`config.mk`:
```
export PLATFORM = sky130hd
export DESIGN_NAME = rd_conv_top
export DESIGN_NICKNAME = d
export VERILOG_FILES = /design/src/common/rd_conv_pkg.sv /design/src/rd_cmd_fifo.sv /design/src/rd_pack/rd_pack_ctrl.sv /design/src/rd_pack/rd_lane_pos.sv /design/src/rd_pack/rd_data_pack.sv /design/src/rd_pack/rd_resp_merge.sv /design/src/rd_conv_top.sv
export SDC_FILE = /design/constraint.sdc
export NUM_CORES = 1
export LEC_CHECK = 0
export ABC_AREA = 1
export BUFFER_PORTS_ARGS = -buffer_cell sky130_fd_sc_hd__buf_2
export CAP_MARGIN = 10
export CORE_ASPECT_RATIO = 1.2
export CORE_MARGIN = 5
export CORE_UTILIZATION = 35
export CTS_BUF_LIST = sky130_fd_sc_hd__clkbuf_16
export DETAILED_ROUTE_END_ITERATION = 10
export PLACE_DENSITY = 0.5
export REMOVE_ABC_BUFFERS = 1
export SYNTH_ARGS = -nofsm -noshare
export SYNTH_HDL_FRONTEND = slang
export SYNTH_SLANG_ARGS = --single-unit
```
`constraint.sdc`:
```
create_clock -name ACLK -period 4.1 [get_ports ACLK]
set_input_delay 0.205 -clock ACLK [delete_from_list [all_inputs] [get_ports ACLK]]
set_output_delay 0.205 -clock ACLK [all_outputs]
set_load 0.03 [all_outputs]
```
`src/common/rd_conv_pkg.sv`:
```
package rd_conv_pkg;

   ////////////////////////////////////////////////////////////////////////////
   // Bus geometry
   ////////////////////////////////////////////////////////////////////////////

   // Byte lanes on the narrow slave read bus
   localparam int SLV_BYTES = 4;

   // Byte lanes on the wide master read bus
   localparam int MST_BYTES = 16;

   // Byte address within one master word
   localparam int LANE_ADDR_W = 4;

   // Command queue
   localparam int CMD_DEPTH = 4;
   localparam int CMD_PTR_W = $clog2(CMD_DEPTH);

   ////////////////////////////////////////////////////////////////////////////
   // Encodings
   ////////////////////////////////////////////////////////////////////////////

   // Coded as log2 of the byte count
   typedef enum logic [1:0]
   {
      SIZE_1B = 2'd0,
      SIZE_2B = 2'd1,
      SIZE_4B = 2'd2
   } beat_size_e;

   // AXI read response where a higher code is worse
   typedef enum logic [1:0]
   {
      OKAY   = 2'd0,
      EXOKAY = 2'd1,
      SLVERR = 2'd2,
      DECERR = 2'd3
   } resp_e;

   ////////////////////////////////////////////////////////////////////////////
   // Transfers
   ////////////////////////////////////////////////////////////////////////////

   typedef struct packed
   {
      logic [LANE_ADDR_W-1:0] start_addr;
      beat_size_e             size;
   } rd_cmd_t;

   typedef struct packed
   {
      logic [SLV_BYTES*8-1:0] data;
      resp_e                  resp;
      logic                   last;
   } slv_beat_t;

   typedef struct packed
   {
      logic [MST_BYTES*8-1:0] data;
      resp_e                  resp;
      logic                   last;
   } mst_beat_t;

endpackage

```
`src/rd_cmd_fifo.sv`:
```
module rd_cmd_fifo
(
   input  logic                 ACLK,
   input  logic                 sysReset,
   input  logic                 cmd_wr,
   input  rd_conv_pkg::rd_cmd_t cmd_in,
   input  logic                 cmd_pop,
   output rd_conv_pkg::rd_cmd_t cmd_head,
   output logic                 cmd_empty,
   output logic                 cmd_full
);

   rd_conv_pkg::rd_cmd_t mem [rd_conv_pkg::CMD_DEPTH];

   logic [rd_conv_pkg::CMD_PTR_W-1:0] wr_ptr;
   logic [rd_conv_pkg::CMD_PTR_W-1:0] rd_ptr;
   logic [rd_conv_pkg::CMD_PTR_W:0]   count;

   // Entry storage
   always_ff @(posedge ACLK)
   begin
      if (cmd_wr)
      begin
         mem[wr_ptr] <= cmd_in;
      end
   end

   always_ff @(posedge ACLK or negedge sysReset)
   begin
      if (!sysReset)
      begin
         wr_ptr <= '0;
         rd_ptr <= '0;
         count  <= '0;
      end
      else
      begin
         if (cmd_wr)
         begin
            wr_ptr <= wr_ptr + 1'b1;
         end
         if (cmd_pop)
         begin
            rd_ptr <= rd_ptr + 1'b1;
         end
         // Simultaneous write and pop leave the level unchanged
         if (cmd_wr && !cmd_pop)
         begin
            count <= count + 1'b1;
         end
         else if (cmd_pop && !cmd_wr)
         begin
            count <= count - 1'b1;
         end
      end
   end

   assign cmd_head  = mem[rd_ptr];
   assign cmd_empty = (count == '0);
   assign cmd_full  = (count == (rd_conv_pkg::CMD_PTR_W + 1)'(rd_conv_pkg::CMD_DEPTH));

   ////////////////////////////////////////////////////////////////////////////
   // Queue usage rules
   ////////////////////////////////////////////////////////////////////////////

   a_no_write_when_full : assert property (
      @(posedge ACLK) disable iff (!sysReset)
      cmd_full |-> !cmd_wr
   ) else $error("command written while queue full");

   a_no_pop_when_empty : assert property (
      @(posedge ACLK) disable iff (!sysReset)
      cmd_empty |-> !cmd_pop
   ) else $error("command popped while queue empty");

endmodule

```
`src/rd_pack/rd_pack_ctrl.sv`:
```
module rd_pack_ctrl
(
   input  logic ACLK,
   input  logic sysReset,
   input  logic cmd_empty,
   input  logic slave_valid,
   input  logic slave_last,
   input  logic word_end,
   input  logic master_ready,
   output logic slave_ready,
   output logic slave_fire,
   output logic cmd_pop,
   output logic master_load,
   output logic master_valid,
   output logic master_last,
   output logic first_beat
);

   logic hold;

   // Master has a beat it has not taken yet
   assign hold = master_valid & ~master_ready;

   assign slave_ready = ~cmd_empty & ~hold;
   assign slave_fire  = slave_valid & slave_ready;

   // Command retires with its final slave beat
   assign cmd_pop = slave_fire & slave_last;

   // A master beat leaves when the word fills up or the burst ends
   assign master_load = slave_fire & (word_end | slave_last);

   always_ff @(posedge ACLK or negedge sysReset)
   begin
      if (!sysReset)
      begin
         master_valid <= 1'b0;
         master_last  <= 1'b0;
      end
      else
      begin
         if (master_load)
         begin
            master_valid <= 1'b1;
            master_last  <= slave_last;
         end
         else if (master_ready)
         begin
            master_valid <= 1'b0;
         end
      end
   end

   // Set again once the current command has seen its last beat
   always_ff @(posedge ACLK or negedge sysReset)
   begin
      if (!sysReset)
      begin
         first_beat <= 1'b1;
      end
      else if (slave_fire)
      begin
         first_beat <= slave_last;
      end
   end

   ////////////////////////////////////////////////////////////////////////////
   // Back-pressure
   ////////////////////////////////////////////////////////////////////////////

   a_hold_stable : assert property (
      @(posedge ACLK) disable iff (!sysReset)
      (hold ##1 hold) |-> $stable({master_valid, master_last, slave_ready})
   ) else $error("handshake state changed during hold");

endmodule

```
`src/rd_pack/rd_lane_pos.sv`:
```
module rd_lane_pos
(
   input  logic                                ACLK,
   input  logic                                sysReset,
   input  rd_conv_pkg::rd_cmd_t                cmd_head,
   input  logic                                first_beat,
   input  logic                                slave_fire,
   output logic [rd_conv_pkg::LANE_ADDR_W-1:0] lane_addr,
   output logic                                word_end
);

   logic [rd_conv_pkg::LANE_ADDR_W-1:0] addr_q;
   logic [rd_conv_pkg::LANE_ADDR_W-1:0] beat_bytes;
   logic [rd_conv_pkg::LANE_ADDR_W-1:0] start_aligned;
   logic [rd_conv_pkg::LANE_ADDR_W:0]   next_sum;

   assign beat_bytes = rd_conv_pkg::LANE_ADDR_W'(1) << cmd_head.size;

   // Drop the low address bits below the beat size
   assign start_aligned = cmd_head.start_addr & ~(beat_bytes - 1'b1);

   assign lane_addr = first_beat ? start_aligned : addr_q;

   // Carry out means this beat reaches lane 15
   assign next_sum = {1'b0, lane_addr} + {1'b0, beat_bytes};
   assign word_end = next_sum[rd_conv_pkg::LANE_ADDR_W];

   always_ff @(posedge ACLK or negedge sysReset)
   begin
      if (!sysReset)
      begin
         addr_q <= '0;
      end
      else if (slave_fire)
      begin
         // Wraps at 16 by truncation
         addr_q <= next_sum[rd_conv_pkg::LANE_ADDR_W-1:0];
      end
   end

endmodule

```
`src/rd_pack/rd_data_pack.sv`:
```
module rd_data_pack
(
   input  logic                                  ACLK,
   input  logic                                  sysReset,
   input  logic                                  slave_fire,
   input  logic                                  master_load,
   input  logic [rd_conv_pkg::LANE_ADDR_W-1:0]   lane_addr,
   input  rd_conv_pkg::beat_size_e               beat_size,
   input  logic [rd_conv_pkg::SLV_BYTES*8-1:0]   slave_data,
   output logic [rd_conv_pkg::MST_BYTES*8-1:0]   master_data
);

   logic [rd_conv_pkg::MST_BYTES*8-1:0] pack_q;
   logic [rd_conv_pkg::MST_BYTES*8-1:0] pack_next;
   logic [rd_conv_pkg::LANE_ADDR_W:0]   lane_end;

   assign lane_end = {1'b0, lane_addr} + ((rd_conv_pkg::LANE_ADDR_W + 1)'(1) << beat_size);

   // Slave lane is master lane mod 4 since beats are aligned
   always_comb
   begin
      pack_next = pack_q;
      for (int i = 0; i < rd_conv_pkg::MST_BYTES; i++)
      begin
         if ((i >= lane_addr) && (i < lane_end))
         begin
            pack_next[i*8 +: 8] = slave_data[(i % rd_conv_pkg::SLV_BYTES)*8 +: 8];
         end
      end
   end

   always_ff @(posedge ACLK or negedge sysReset)
   begin
      if (!sysReset)
      begin
         pack_q      <= '0;
         master_data <= '0;
      end
      else
      begin
         if (slave_fire)
         begin
            pack_q <= pack_next;
         end
         // Includes the bytes of the beat that closes the word
         if (master_load)
         begin
            master_data <= pack_next;
         end
      end
   end

endmodule

```
`src/rd_pack/rd_resp_merge.sv`:
```
module rd_resp_merge
(
   input  logic               ACLK,
   input  logic               sysReset,
   input  logic               slave_fire,
   input  logic               master_load,
   input  rd_conv_pkg::resp_e slave_resp,
   output rd_conv_pkg::resp_e master_resp
);

   rd_conv_pkg::resp_e resp_acc;
   rd_conv_pkg::resp_e resp_worst;

   // Numeric order of the codes ranks them
   assign resp_worst = (slave_resp > resp_acc) ? slave_resp : resp_acc;

   always_ff @(posedge ACLK or negedge sysReset)
   begin
      if (!sysReset)
      begin
         resp_acc    <= rd_conv_pkg::OKAY;
         master_resp <= rd_conv_pkg::OKAY;
      end
      else if (master_load)
      begin
         master_resp <= resp_worst;
         resp_acc    <= rd_conv_pkg::OKAY;
      end
      else if (slave_fire)
      begin
         resp_acc <= resp_worst;
      end
   end

endmodule

```
`src/rd_conv_top.sv`:
```
module rd_conv_top
(
   input  logic                   ACLK,
   input  logic                   sysReset,
   input  logic                   cmd_wr,
   input  rd_conv_pkg::rd_cmd_t   cmd,
   output logic                   cmd_full,
   input  logic                   slave_valid,
   input  rd_conv_pkg::slv_beat_t slave_beat,
   output logic                   slave_ready,
   output logic                   master_valid,
   output rd_conv_pkg::mst_beat_t master_beat,
   input  logic                   master_ready
);

   rd_conv_pkg::rd_cmd_t                cmd_head;
   logic                                cmd_empty;
   logic                                cmd_pop;
   logic                                slave_fire;
   logic                                master_load;
   logic                                master_last;
   logic                                first_beat;
   logic [rd_conv_pkg::LANE_ADDR_W-1:0] lane_addr;
   logic                                word_end;
   logic [rd_conv_pkg::MST_BYTES*8-1:0] master_data;
   rd_conv_pkg::resp_e                  master_resp;

   rd_cmd_fifo u_cmd_fifo
   (
      .ACLK      (ACLK),
      .sysReset  (sysReset),
      .cmd_wr    (cmd_wr),
      .cmd_in    (cmd),
      .cmd_pop   (cmd_pop),
      .cmd_head  (cmd_head),
      .cmd_empty (cmd_empty),
      .cmd_full  (cmd_full)
   );

   rd_pack_ctrl u_pack_ctrl
   (
      .ACLK         (ACLK),
      .sysReset     (sysReset),
      .cmd_empty    (cmd_empty),
      .slave_valid  (slave_valid),
      .slave_last   (slave_beat.last),
      .word_end     (word_end),
      .master_ready (master_ready),
      .slave_ready  (slave_ready),
      .slave_fire   (slave_fire),
      .cmd_pop      (cmd_pop),
      .master_load  (master_load),
      .master_valid (master_valid),
      .master_last  (master_last),
      .first_beat   (first_beat)
   );

   rd_lane_pos u_lane_pos
   (
      .ACLK       (ACLK),
      .sysReset   (sysReset),
      .cmd_head   (cmd_head),
      .first_beat (first_beat),
      .slave_fire (slave_fire),
      .lane_addr  (lane_addr),
      .word_end   (word_end)
   );

   rd_data_pack u_data_pack
   (
      .ACLK        (ACLK),
      .sysReset    (sysReset),
      .slave_fire  (slave_fire),
      .master_load (master_load),
      .lane_addr   (lane_addr),
      .beat_size   (cmd_head.size),
      .slave_data  (slave_beat.data),
      .master_data (master_data)
   );

   rd_resp_merge u_resp_merge
   (
      .ACLK        (ACLK),
      .sysReset    (sysReset),
      .slave_fire  (slave_fire),
      .master_load (master_load),
      .slave_resp  (slave_beat.resp),
      .master_resp (master_resp)
   );

   assign master_beat = '{data: master_data, resp: master_resp, last: master_last};

endmodule

```
==> results of run 1 <==
==> cells in the final DEF (no fill, tap or decap), types with 2 or more instances in the layout <==
cell type	instances
nand3_1	294
fa_1	2
nor2_1	23
or2_2	2
o21ai_0	59
a31oi_1	2
nand2_1	650
nand4_1	8
buf_2	178
clkinv_2	4
a21oi_4	2
inv_1	204
bufinv_16	4
nand3_2	4
inv_4	2
clkbuf_16	37
buf_12	4
xor2_1	4
nor2_4	5
a21oi_1	13
dfrtp_1	273
nand2_2	20
ha_1	12
a21oi_2	2
o21ai_1	38
buf_4	15
nand2_4	6
edfxtp_1	24
inv_2	6
clkinv_1	8
dlygate4sd3_1	13
==> path summary, 6_finish.rpt <==
path / slack [ns] / end / cells after the start
min: 0.02 / u_data_pack.master_data[46] / 3
max: 0.48 / u_data_pack.pack_q[64] / 22
min reg2reg: 0.47 / u_data_pack.master_data[71] / 2
max reg2reg: 0.48 / u_data_pack.pack_q[64] / 22
max in group asynchronous: 2.63 / u_data_pack.pack_q[108] / 3
min in group asynchronous: 0.30 / u_data_pack.master_data[121] / 2
==> synthesized netlist by cell type (all sizes together) <==
cell type	count	area share, %
o21bai	1	0.054
clkbuf	37	0.99
o31ai	1	0.054
dfstp	1	0.19
xnor2	1	0.063
edfxtp	24	5.1
nor3	1	0.036
a21boi	1	0.13
or2	2	0.089
fa	2	0.29
nand4	8	0.36
clkinv	4	0.11
a31oi	3	0.18
o22ai	1	0.045
mux2	1	0.080
nor2	29	1.1
a21oi	17	0.82
nand2	676	19
ha	12	1.1
xor2	4	0.25
dfrtp	273	49
nand3	299	11
inv	205	5.5
buf	33	1.4
o21ai	99	3.6
o31a	1	0.063
==> cells by family after synthesis <==
logic type,Yosys count
buf+inv,279
simple gates,1015
compound gates,124
xor+xnor,5
fa+ha+maj,14
flops,298
mux,1
==> stage by stage <==
| stage | TNS [ns] | util [%] | setup slack (ns) | cells |
|---|---|---|---|---|
| 3_5_place_dp | 0 | 39.00 | 0.2315 | 2397 |
| 5_1_grt | 0 | 42.16 | 0.02721 | 2468 |
| 3_3_place_gp | 0 | 39.00 | 0.2844 | 2397 |
| 2_1_floorplan | -917.14 | - | -5.744 | 1666 |
| 4_1_cts | 0 | 42.15 | 0.2303 | 2468 |
| 6_report | 0 | 42.16 | 0.4798 | 2468 |
==> flip-flops by register name (all words and copies together), names as in the netlist <==
name                      cells
u_resp_merge.master_resp      2
u_data_pack.pack_q          128
u_pack_ctrl.first_beat        1
u_cmd_fifo.mem               24
u_cmd_fifo.rd_ptr             2
u_data_pack.master_data     128
u_resp_merge.resp_acc         2
u_lane_pos.addr_q             4
u_cmd_fifo.wr_ptr             2
u_cmd_fifo.count              3
u_pack_ctrl.master_last       1
u_pack_ctrl.master_valid      1
==> cell type report <==
type | instances | area, µm²
fill | 4132 | 22930
sequential | 298 | 7579
multi-input combinational | 1159 | 5323
timing repair buffer | 211 | 1229
clock buffer | 37 | 925.9
inverter | 209 | 794.5
tap | 533 | 666.9
clock inverter | 21 | 192.7
==> critical path, stage by stage (launching register included) <==
cell and delay [ns]:
dfrtp_1 0.47, inv_2 0.15, nand3_1 0.08, nand2_1 0.15
nand2_1 0.10, o21bai_1 0.31, ha_1 0.23, inv_1 0.05
fa_1 0.38, inv_1 0.08, nand2_1 0.05, nand2_1 0.14
nand3_1 0.17, inv_1 0.12, nand3_1 0.08, nand2_1 0.08
inv_1 0.05, nand2_1 0.12, clkinvlp_4 0.22, nand2_2 0.23
nand2_1 0.09, nand3_1 0.08, nand2_1 0.07
==> timing repair <==
item	4_1_cts	5_1_grt
resized for setup	0	2
hold buffers	13	0
setup endpoints to repair	0	32
endpoints found under the hold margin	125	0
==> per-layer routing <==
metal | GRT usage [%] | vias up | share of wire [%]
li1 | - | 5839 | -
met3 | 2.680 | 49 | 4.5
met5 | 0 | - | 0
met2 | 30.19 | 237 | 49
met4 | 4.436 | 0 | 1.9
met1 | 23.98 | 5547 | 45
==> qor.csv, run 1 <==
metric,value,unit
cts.clk_slew.worst_paths,0.06,ns
first_pass_iters,5,
hold_viol,0,
die_x,192.6,µm
cts.sinks,298,
synthDistinctLibCells,43,
crit_type,reg2reg,
worstMarginPinSlew,0.8583,ns
synth_area,0.01401,mm²
die_area,0.04415,mm²
grt_pass1_vias,11690,
finalCritPeriodShare,88.30,%
antenna_cells,0,
fin_area,0.01671,mm²
ys.warnings.count,0,
status,finished clean,
synthSimpleGateAreaFrac,31.20,%
drt-total-wl,39230,µm
clkLatencyLatePin,0.52,ns
hp-class,in2reg,
die_y,229.2,µm
nets,1973,
synth_top_family_by_area,simple AND/OR/NAND/NOR gates,
dp_hpwl,25500,µm
rows,80,
rsz0062_at_grt,no,
clockBufferDepth,3,
start_util,35.34,%
area_delta_synth_final,19.27,%
synth_fa_ha_area_share,1.358,%
grt_util_all_layers,17.83,%
drc,0,
htree_num_levels,2,
cp.arrival,4.03,ns
ant_nets,0,
syn_inst,1736,
slew_viol_final,0,
holdWs,0.02206,ns
ys_ff_latch,298,
gp_congestion,0.7898,
cts_tree,built,
setup_viol,0,
fin_crit,3.620,ns
crit_start,u_cmd_fifo.rd_ptr[1],
root_buffer,clkbuf_16,
core_area,0.03964,mm²
muxShareOfSynthArea,0.08038,%
avgSynthCellArea,8.070,µm²
wl_per_cell,15.90,µm
cts_buffers,34,
worstPathMaxFanout,9,
io_buffers,179,
synth-xor-area-share,0.3126,%
grt_pass1_wl,63890,µm
startpoint_type,flop,
post_dp_cell_area,0.01546,mm²
drive_above_1_share,15.61,%
grt-ovfl-total,0,
via_per_inst,4.729,
min_from,slave_beat[17],
worstReg2RegStart,u_cmd_fifo.rd_ptr[1],
num_vias,11670,
final.setup_skew,0.01717,ns
endpoint_kind,flop,
num_io_pins,180,
synth_compound_area_share,4.939,%
first_iter_violations,759,
worst_slew_margin_rel,42.78,%
yosysSeqAreaShare,54.09,%
grt_max_degree,122,
antenna_found_initial,0,
drv_cap,0,
required,4.51,ns
cts_setup_buffers,0,
fmax,276.2,MHz
Power of run 1 is left out: the tool's default activity adds up to more than one toggle a clock period on the data nets, which glitch-free logic cannot reach.
==> run 2, diff against run 1 <==
--- a/config.mk
+++ b/config.mk
@@ -13,6 +13,7 @@
 export CORE_UTILIZATION = 35
 export CTS_BUF_LIST = sky130_fd_sc_hd__clkbuf_16
 export DETAILED_ROUTE_END_ITERATION = 10
+export MAX_ROUTING_LAYER = met4
 export PLACE_DENSITY = 0.5
 export REMOVE_ABC_BUFFERS = 1
 export SYNTH_ARGS = -nofsm -noshare
==> run 2 against run 1 <==
- critical endpoint unchanged
- fmax shrank 0.30%
- global-route usage increased by 0.53 points
- highest routed layer unchanged
- die area is the same
- critical path type unchanged
==> qor.csv, run 2 (synthesis gave the netlist of run 1 again) <==
metric,value,unit
status,finished clean,
via_per_inst,4.733,
worst_slew_margin_rel,42.68,%
grt-ovfl-total,0,
first_iter_violations,775,
hold_depth,3,
hold_viol,0,
hp-class,in2reg,
worst_slack,0.4690,ns
grt_pass1_wl,63910,µm
finalCritPeriodShare,88.56,%
slew_viol_final,0,
antenna_found_initial,0,
die_x,192.6,µm
core_area,0.03964,mm²
fmax,275.4,MHz
regArea,0.007579,mm²
cts_tree,built,
rows,80,
nets,1973,
drive_above_1_share,15.61,%
endpoint_kind,flop,
setup_viol,0,
die_y,229.2,µm
root_buffer,clkbuf_16,
cts.sinks,298,
grt_pass1_vias,11700,
drc,0,
antenna_cells,0,
cts_buffers,34,
clockBufferDepth,3,
post_dp_cell_area,0.01546,mm²
wl_per_cell,15.93,µm
final_common_cell,nand2_1,
fin_crit,3.631,ns
num_io_pins,180,
ant_nets,0,
area_delta_synth_final,19.27,%
finish.utilization,42.16,%
first_pass_iters,5,
clkLatencyLatePin,0.52,ns
reg_top3,"u_data_pack.master_data x128, u_data_pack.pack_q x128, u_cmd_fifo.mem x24",
final.setup_skew,0.01622,ns
setup-tns-final,0,ns
fin_area,0.01671,mm²
grt_util_all_layers,18.37,%
fill_cells,4132,
start_util,35.34,%
required,4.51,ns
cp.arrival,4.04,ns
multi_input_area,0.005323,mm²
reg2reg_depth,22,
final_cell_mix,"650 x nand2_1, 294 x nand3_1, 273 x dfrtp_1, 204 x inv_1, 178 x buf_2",
num_vias,11680,
drv_cap,0,
dp_slack,0.2315,ns
cts.clk_slew.worst_paths,0.06,ns
cts_setup_buffers,0,
grt_max_degree,122,
io_buffers,179,
gp_congestion,0.8038,
dp_hpwl,25500,µm
startpoint_type,flop,
htree_num_levels,2,
crit_type,reg2reg,
drt-total-wl,39330,µm
worstMarginPinSlew,0.8598,ns
worstPathMaxFanout,9,
rsz0062_at_grt,no,
die_area,0.04415,mm²
run 2: final timing paths:
check,from,to,slack [ns]
worst max-delay path,u_cmd_fifo.rd_ptr[1],u_data_pack.pack_q[64],0.47
worst min-delay path,slave_beat[17],u_data_pack.master_data[46],0.02
worst max register to register,u_cmd_fifo.rd_ptr[1],u_data_pack.pack_q[64],0.47
worst min register to register,u_data_pack.master_data[71],u_data_pack.master_data[71],0.47
max in group asynchronous,sysReset,u_data_pack.pack_q[108],2.63
min in group asynchronous,sysReset,u_data_pack.master_data[121],0.29
run 2: layout make-up:
type / count / share of cell area [%]
clock inverters: 21 / 1.153
well taps: 533 / 3.991
multi-input cells: 1159 / 31.85
flip-flops and latches: 298 / 45.35
inverters: 209 / 4.755
repair buffers: 211 / 7.353
clock buffers: 37 / 5.541
run 2: repair_timing:
action / 4_1_cts / 5_1_grt
hold buffers: 13 / 0
resized for setup: 0 / 2
setup endpoints to repair: 0 / 32
hold endpoints to repair: 125 / 0
run 2: metrics by stage:
step	cells	hold slack (ns)
6_report	2468	0.02286
2_1_floorplan	1666	-0.09059
4_1_cts	2468	0.002532
3_5_place_dp	2397	0.3224
3_3_place_gp	2397	0.3124
5_1_grt	2468	0.03084
run 2: worst max-delay path, cell delays in order (launching register included):
cell        delay [ns]
dfrtp_1           0.47
inv_2             0.15
nand3_1           0.08
nand2_1           0.15
nand2_1           0.11
o21bai_1          0.31
ha_1              0.23
inv_1             0.05
fa_1              0.38
inv_1             0.08
nand2_1           0.05
nand2_1           0.14
nand3_1           0.17
inv_1             0.12
nand3_1           0.08
nand2_1           0.08
inv_1             0.05
nand2_1           0.13
clkinvlp_4        0.23
nand2_2           0.23
nand2_1           0.10
nand3_1           0.08
nand2_1           0.07
run 2: metal layers:
metal | track usage, % | routed length, µm | up-vias
met3 | 2.559 | 1563 | 53
met1 | 24.02 | 17810 | 5586
li1 | - | - | 5830
met4 | 4.436 | 745 | 0
met5 | - | 0 | -
met2 | 30.28 | 19210 | 211
Power of run 2 is left out for the same reason.
==> run 3, diff against run 2 <==
--- a/config.mk
+++ b/config.mk
@@ -13,8 +13,9 @@
 export CORE_UTILIZATION = 35
 export CTS_BUF_LIST = sky130_fd_sc_hd__clkbuf_16
 export DETAILED_ROUTE_END_ITERATION = 10
+export HOLD_SLACK_MARGIN = 0.1
 export MAX_ROUTING_LAYER = met4
-export PLACE_DENSITY = 0.5
+export PLACE_DENSITY = 0.52
 export REMOVE_ABC_BUFFERS = 1
 export SYNTH_ARGS = -nofsm -noshare
 export SYNTH_HDL_FRONTEND = slang
==> constraint.sdc (replaced) <==
create_clock -name ACLK -period 3.3 [get_ports ACLK]
set_input_delay 0.165 -clock ACLK [delete_from_list [all_inputs] [get_ports ACLK]]
set_output_delay 0.165 -clock ACLK [all_outputs]
set_load 0.03 [all_outputs]
==> run 3 against run 2 <==
- utilization is 1.9 points higher
- critical path type unchanged
- fmax is 16% higher
- largest cell class unchanged
- die area stayed put
==> qor.csv, run 3 (synthesis gave the netlist of run 1 again) <==
metric,value,unit
ant_nets,0,
startpoint_type,flop,
drc,0,
fin_crit,3.130,ns
num_vias,11890,
num_io_pins,180,
critical_path_depth,19,
fill_cells,3972,
area_delta_synth_final,24.77,%
io_buffers,179,
final.setup_skew,0.01184,ns
nets,2039,
grt_pass1_wl,63570,µm
drive_above_1_share,18.47,%
grt_max_degree,158,
worst_slew_margin_rel,43.52,%
drt-total-wl,39480,µm
slew_viol_final,0,
cts_buffers,31,
dp_hpwl,25940,µm
root_buffer,clkbuf_16,
crit_type,reg2reg,
required,3.75,ns
grt_pass1_vias,11610,
worstSetupEndpoint,u_data_pack.pack_q[85],
first_iter_violations,626,
final_common_cell,nand2_1,
worstReg2RegStart,u_cmd_fifo.rd_ptr[0],
cts.clk_slew.worst_paths,0.07,ns
drv_cap,0,
hold_viol,0,
endpoint_kind,flop,
clockBufferDepth,3,
htree_num_levels,1,
r2r_setup_slack,0.17,ns
crit_start,u_cmd_fifo.rd_ptr[0],
grt-ovfl-total,0,
gp_congestion,0.7886,
hp-class,in2reg,
cts_tree,built,
die_y,229.2,µm
worstMarginPinSlew,0.8472,ns
finish.utilization,44.10,%
start_util,35.34,%
reg2reg_depth,19,
final_cell_mix,"641 x nand2_1, 290 x nand3_1, 271 x dfrtp_1, 196 x inv_1, 178 x buf_2",
reg_top3,"u_data_pack.master_data x128, u_data_pack.pack_q x128, u_cmd_fifo.mem x24",
cpPeakStageDelay,0.54,ns
path_cells,"buf_4, nand2_1, nand3_1, nand2_2, nand2_2, o21bai_1, ha_2, inv_1, fa_2, buf_6, or2_2, nor2_1, nand2_1, nand3_2, a21oi_4, buf_6, nand3_1, nand3_1, nand2_1",
critPathSlowestCell,fa_2,
via_per_inst,4.687,
first_pass_iters,5,
die_area,0.04415,mm²
critPathBufInv,4,
setup_viol,0,
status,finished clean,
die_x,192.6,µm
cp.arrival,3.58,ns
clkLatencyLatePin,0.56,ns
wl_per_cell,15.57,µm
core_area,0.03964,mm²
fmax,319.5,MHz
worstPathMaxFanout,8,
cpLargestDelayFamily,simple AND/OR/NAND/NOR gates,
antenna_cells,0,
grt_util_all_layers,18.17,%
cts.sinks,298,
timing.rr.end,u_data_pack.pack_q[85],
antenna_found_initial,0,
rows,80,
finalCritPeriodShare,94.84,%
[run 3: cell count changes in the layout (fill, tap and decap cells not counted), sizes merged]
cell / before / now
bufinv: 4 / 8
clkbuf: 37 / 31
buf: 198 / 236
inv: 212 / 209
clkinv: 13 / 16
dlygate4sd3: 13 / 44
clkinvlp: 1 / 2
[run 3: per-layer routing]
metal  part of all wire (%)  wire (µm)  global-route usage (%)
met5                      0          0                       -
met4                    1.9        736                   4.012
met3                    4.2       1648                   2.315
met2                     48      18930                   29.26
met1                     46      18160                   24.71
[run 3: layout make-up]
| class | instances | area, µm² | area share [%] |
|---|---|---|---|
| multi-input cells | 1159 | 5430 | 31.06 |
| inverters | 209 | 793.3 | 4.538 |
| clock inverters | 26 | 340.3 | 1.947 |
| well taps | 533 | 666.9 | 3.815 |
| flip-flops and latches | 298 | 7581 | 43.37 |
| repair buffers | 280 | 1893 | 10.83 |
| clock buffers | 31 | 775.7 | 4.438 |
[run 3: what timing repair did]
item                       CTS  global route
hold buffers                44             0
hold endpoints to repair   328             0
gates resized for setup      0            43
setup buffers                0            11
setup endpoints to repair    0           245
[run 3: how the worst min path moves through the flow]
stage | slack (ns) | depth (start not counted) | startpoint | end
floorplan | -0.13 | 0 | sysReset | u_cmd_fifo.count[0]
global placement | 0.29 | 1 | sysReset | u_resp_merge.master_resp[0]
detailed placement | 0.29 | 1 | sysReset | u_resp_merge.master_resp[0]
CTS | 0.11 | 4 | slave_valid | u_data_pack.pack_q[94]
global route | 0.18 | 4 | slave_valid | u_data_pack.pack_q[57]
finish | 0.14 | 4 | slave_valid | u_data_pack.pack_q[94]
[run 3: per-stage QoR]
stage | worst slack (ns) | instance area (µm²) | setup TNS (ns) | instances | hold WS [ns]
2_1_floorplan | -6.544 | 13670 | -1117.88 | 1666 | -0.1306
3_3_place_gp | 0.1636 | 15710 | 0 | 2424 | 0.2905
3_5_place_dp | 0.06620 | 15710 | 0 | 2424 | 0.2947
4_1_cts | 0.05933 | 17270 | 0 | 2525 | 0.1113
5_1_grt | -0.04240 | 17480 | -0.6047 | 2536 | 0.1772
6_report | 0.1701 | 17480 | 0 | 2536 | 0.1440
[run 3: worst min-delay path, cell delays in order]
cell and delay (ns):
buf_2 0.10, nand2_4 0.21, nand2_1 0.12, o21ai_1 0.05
Power of run 3 is left out for the same reason.
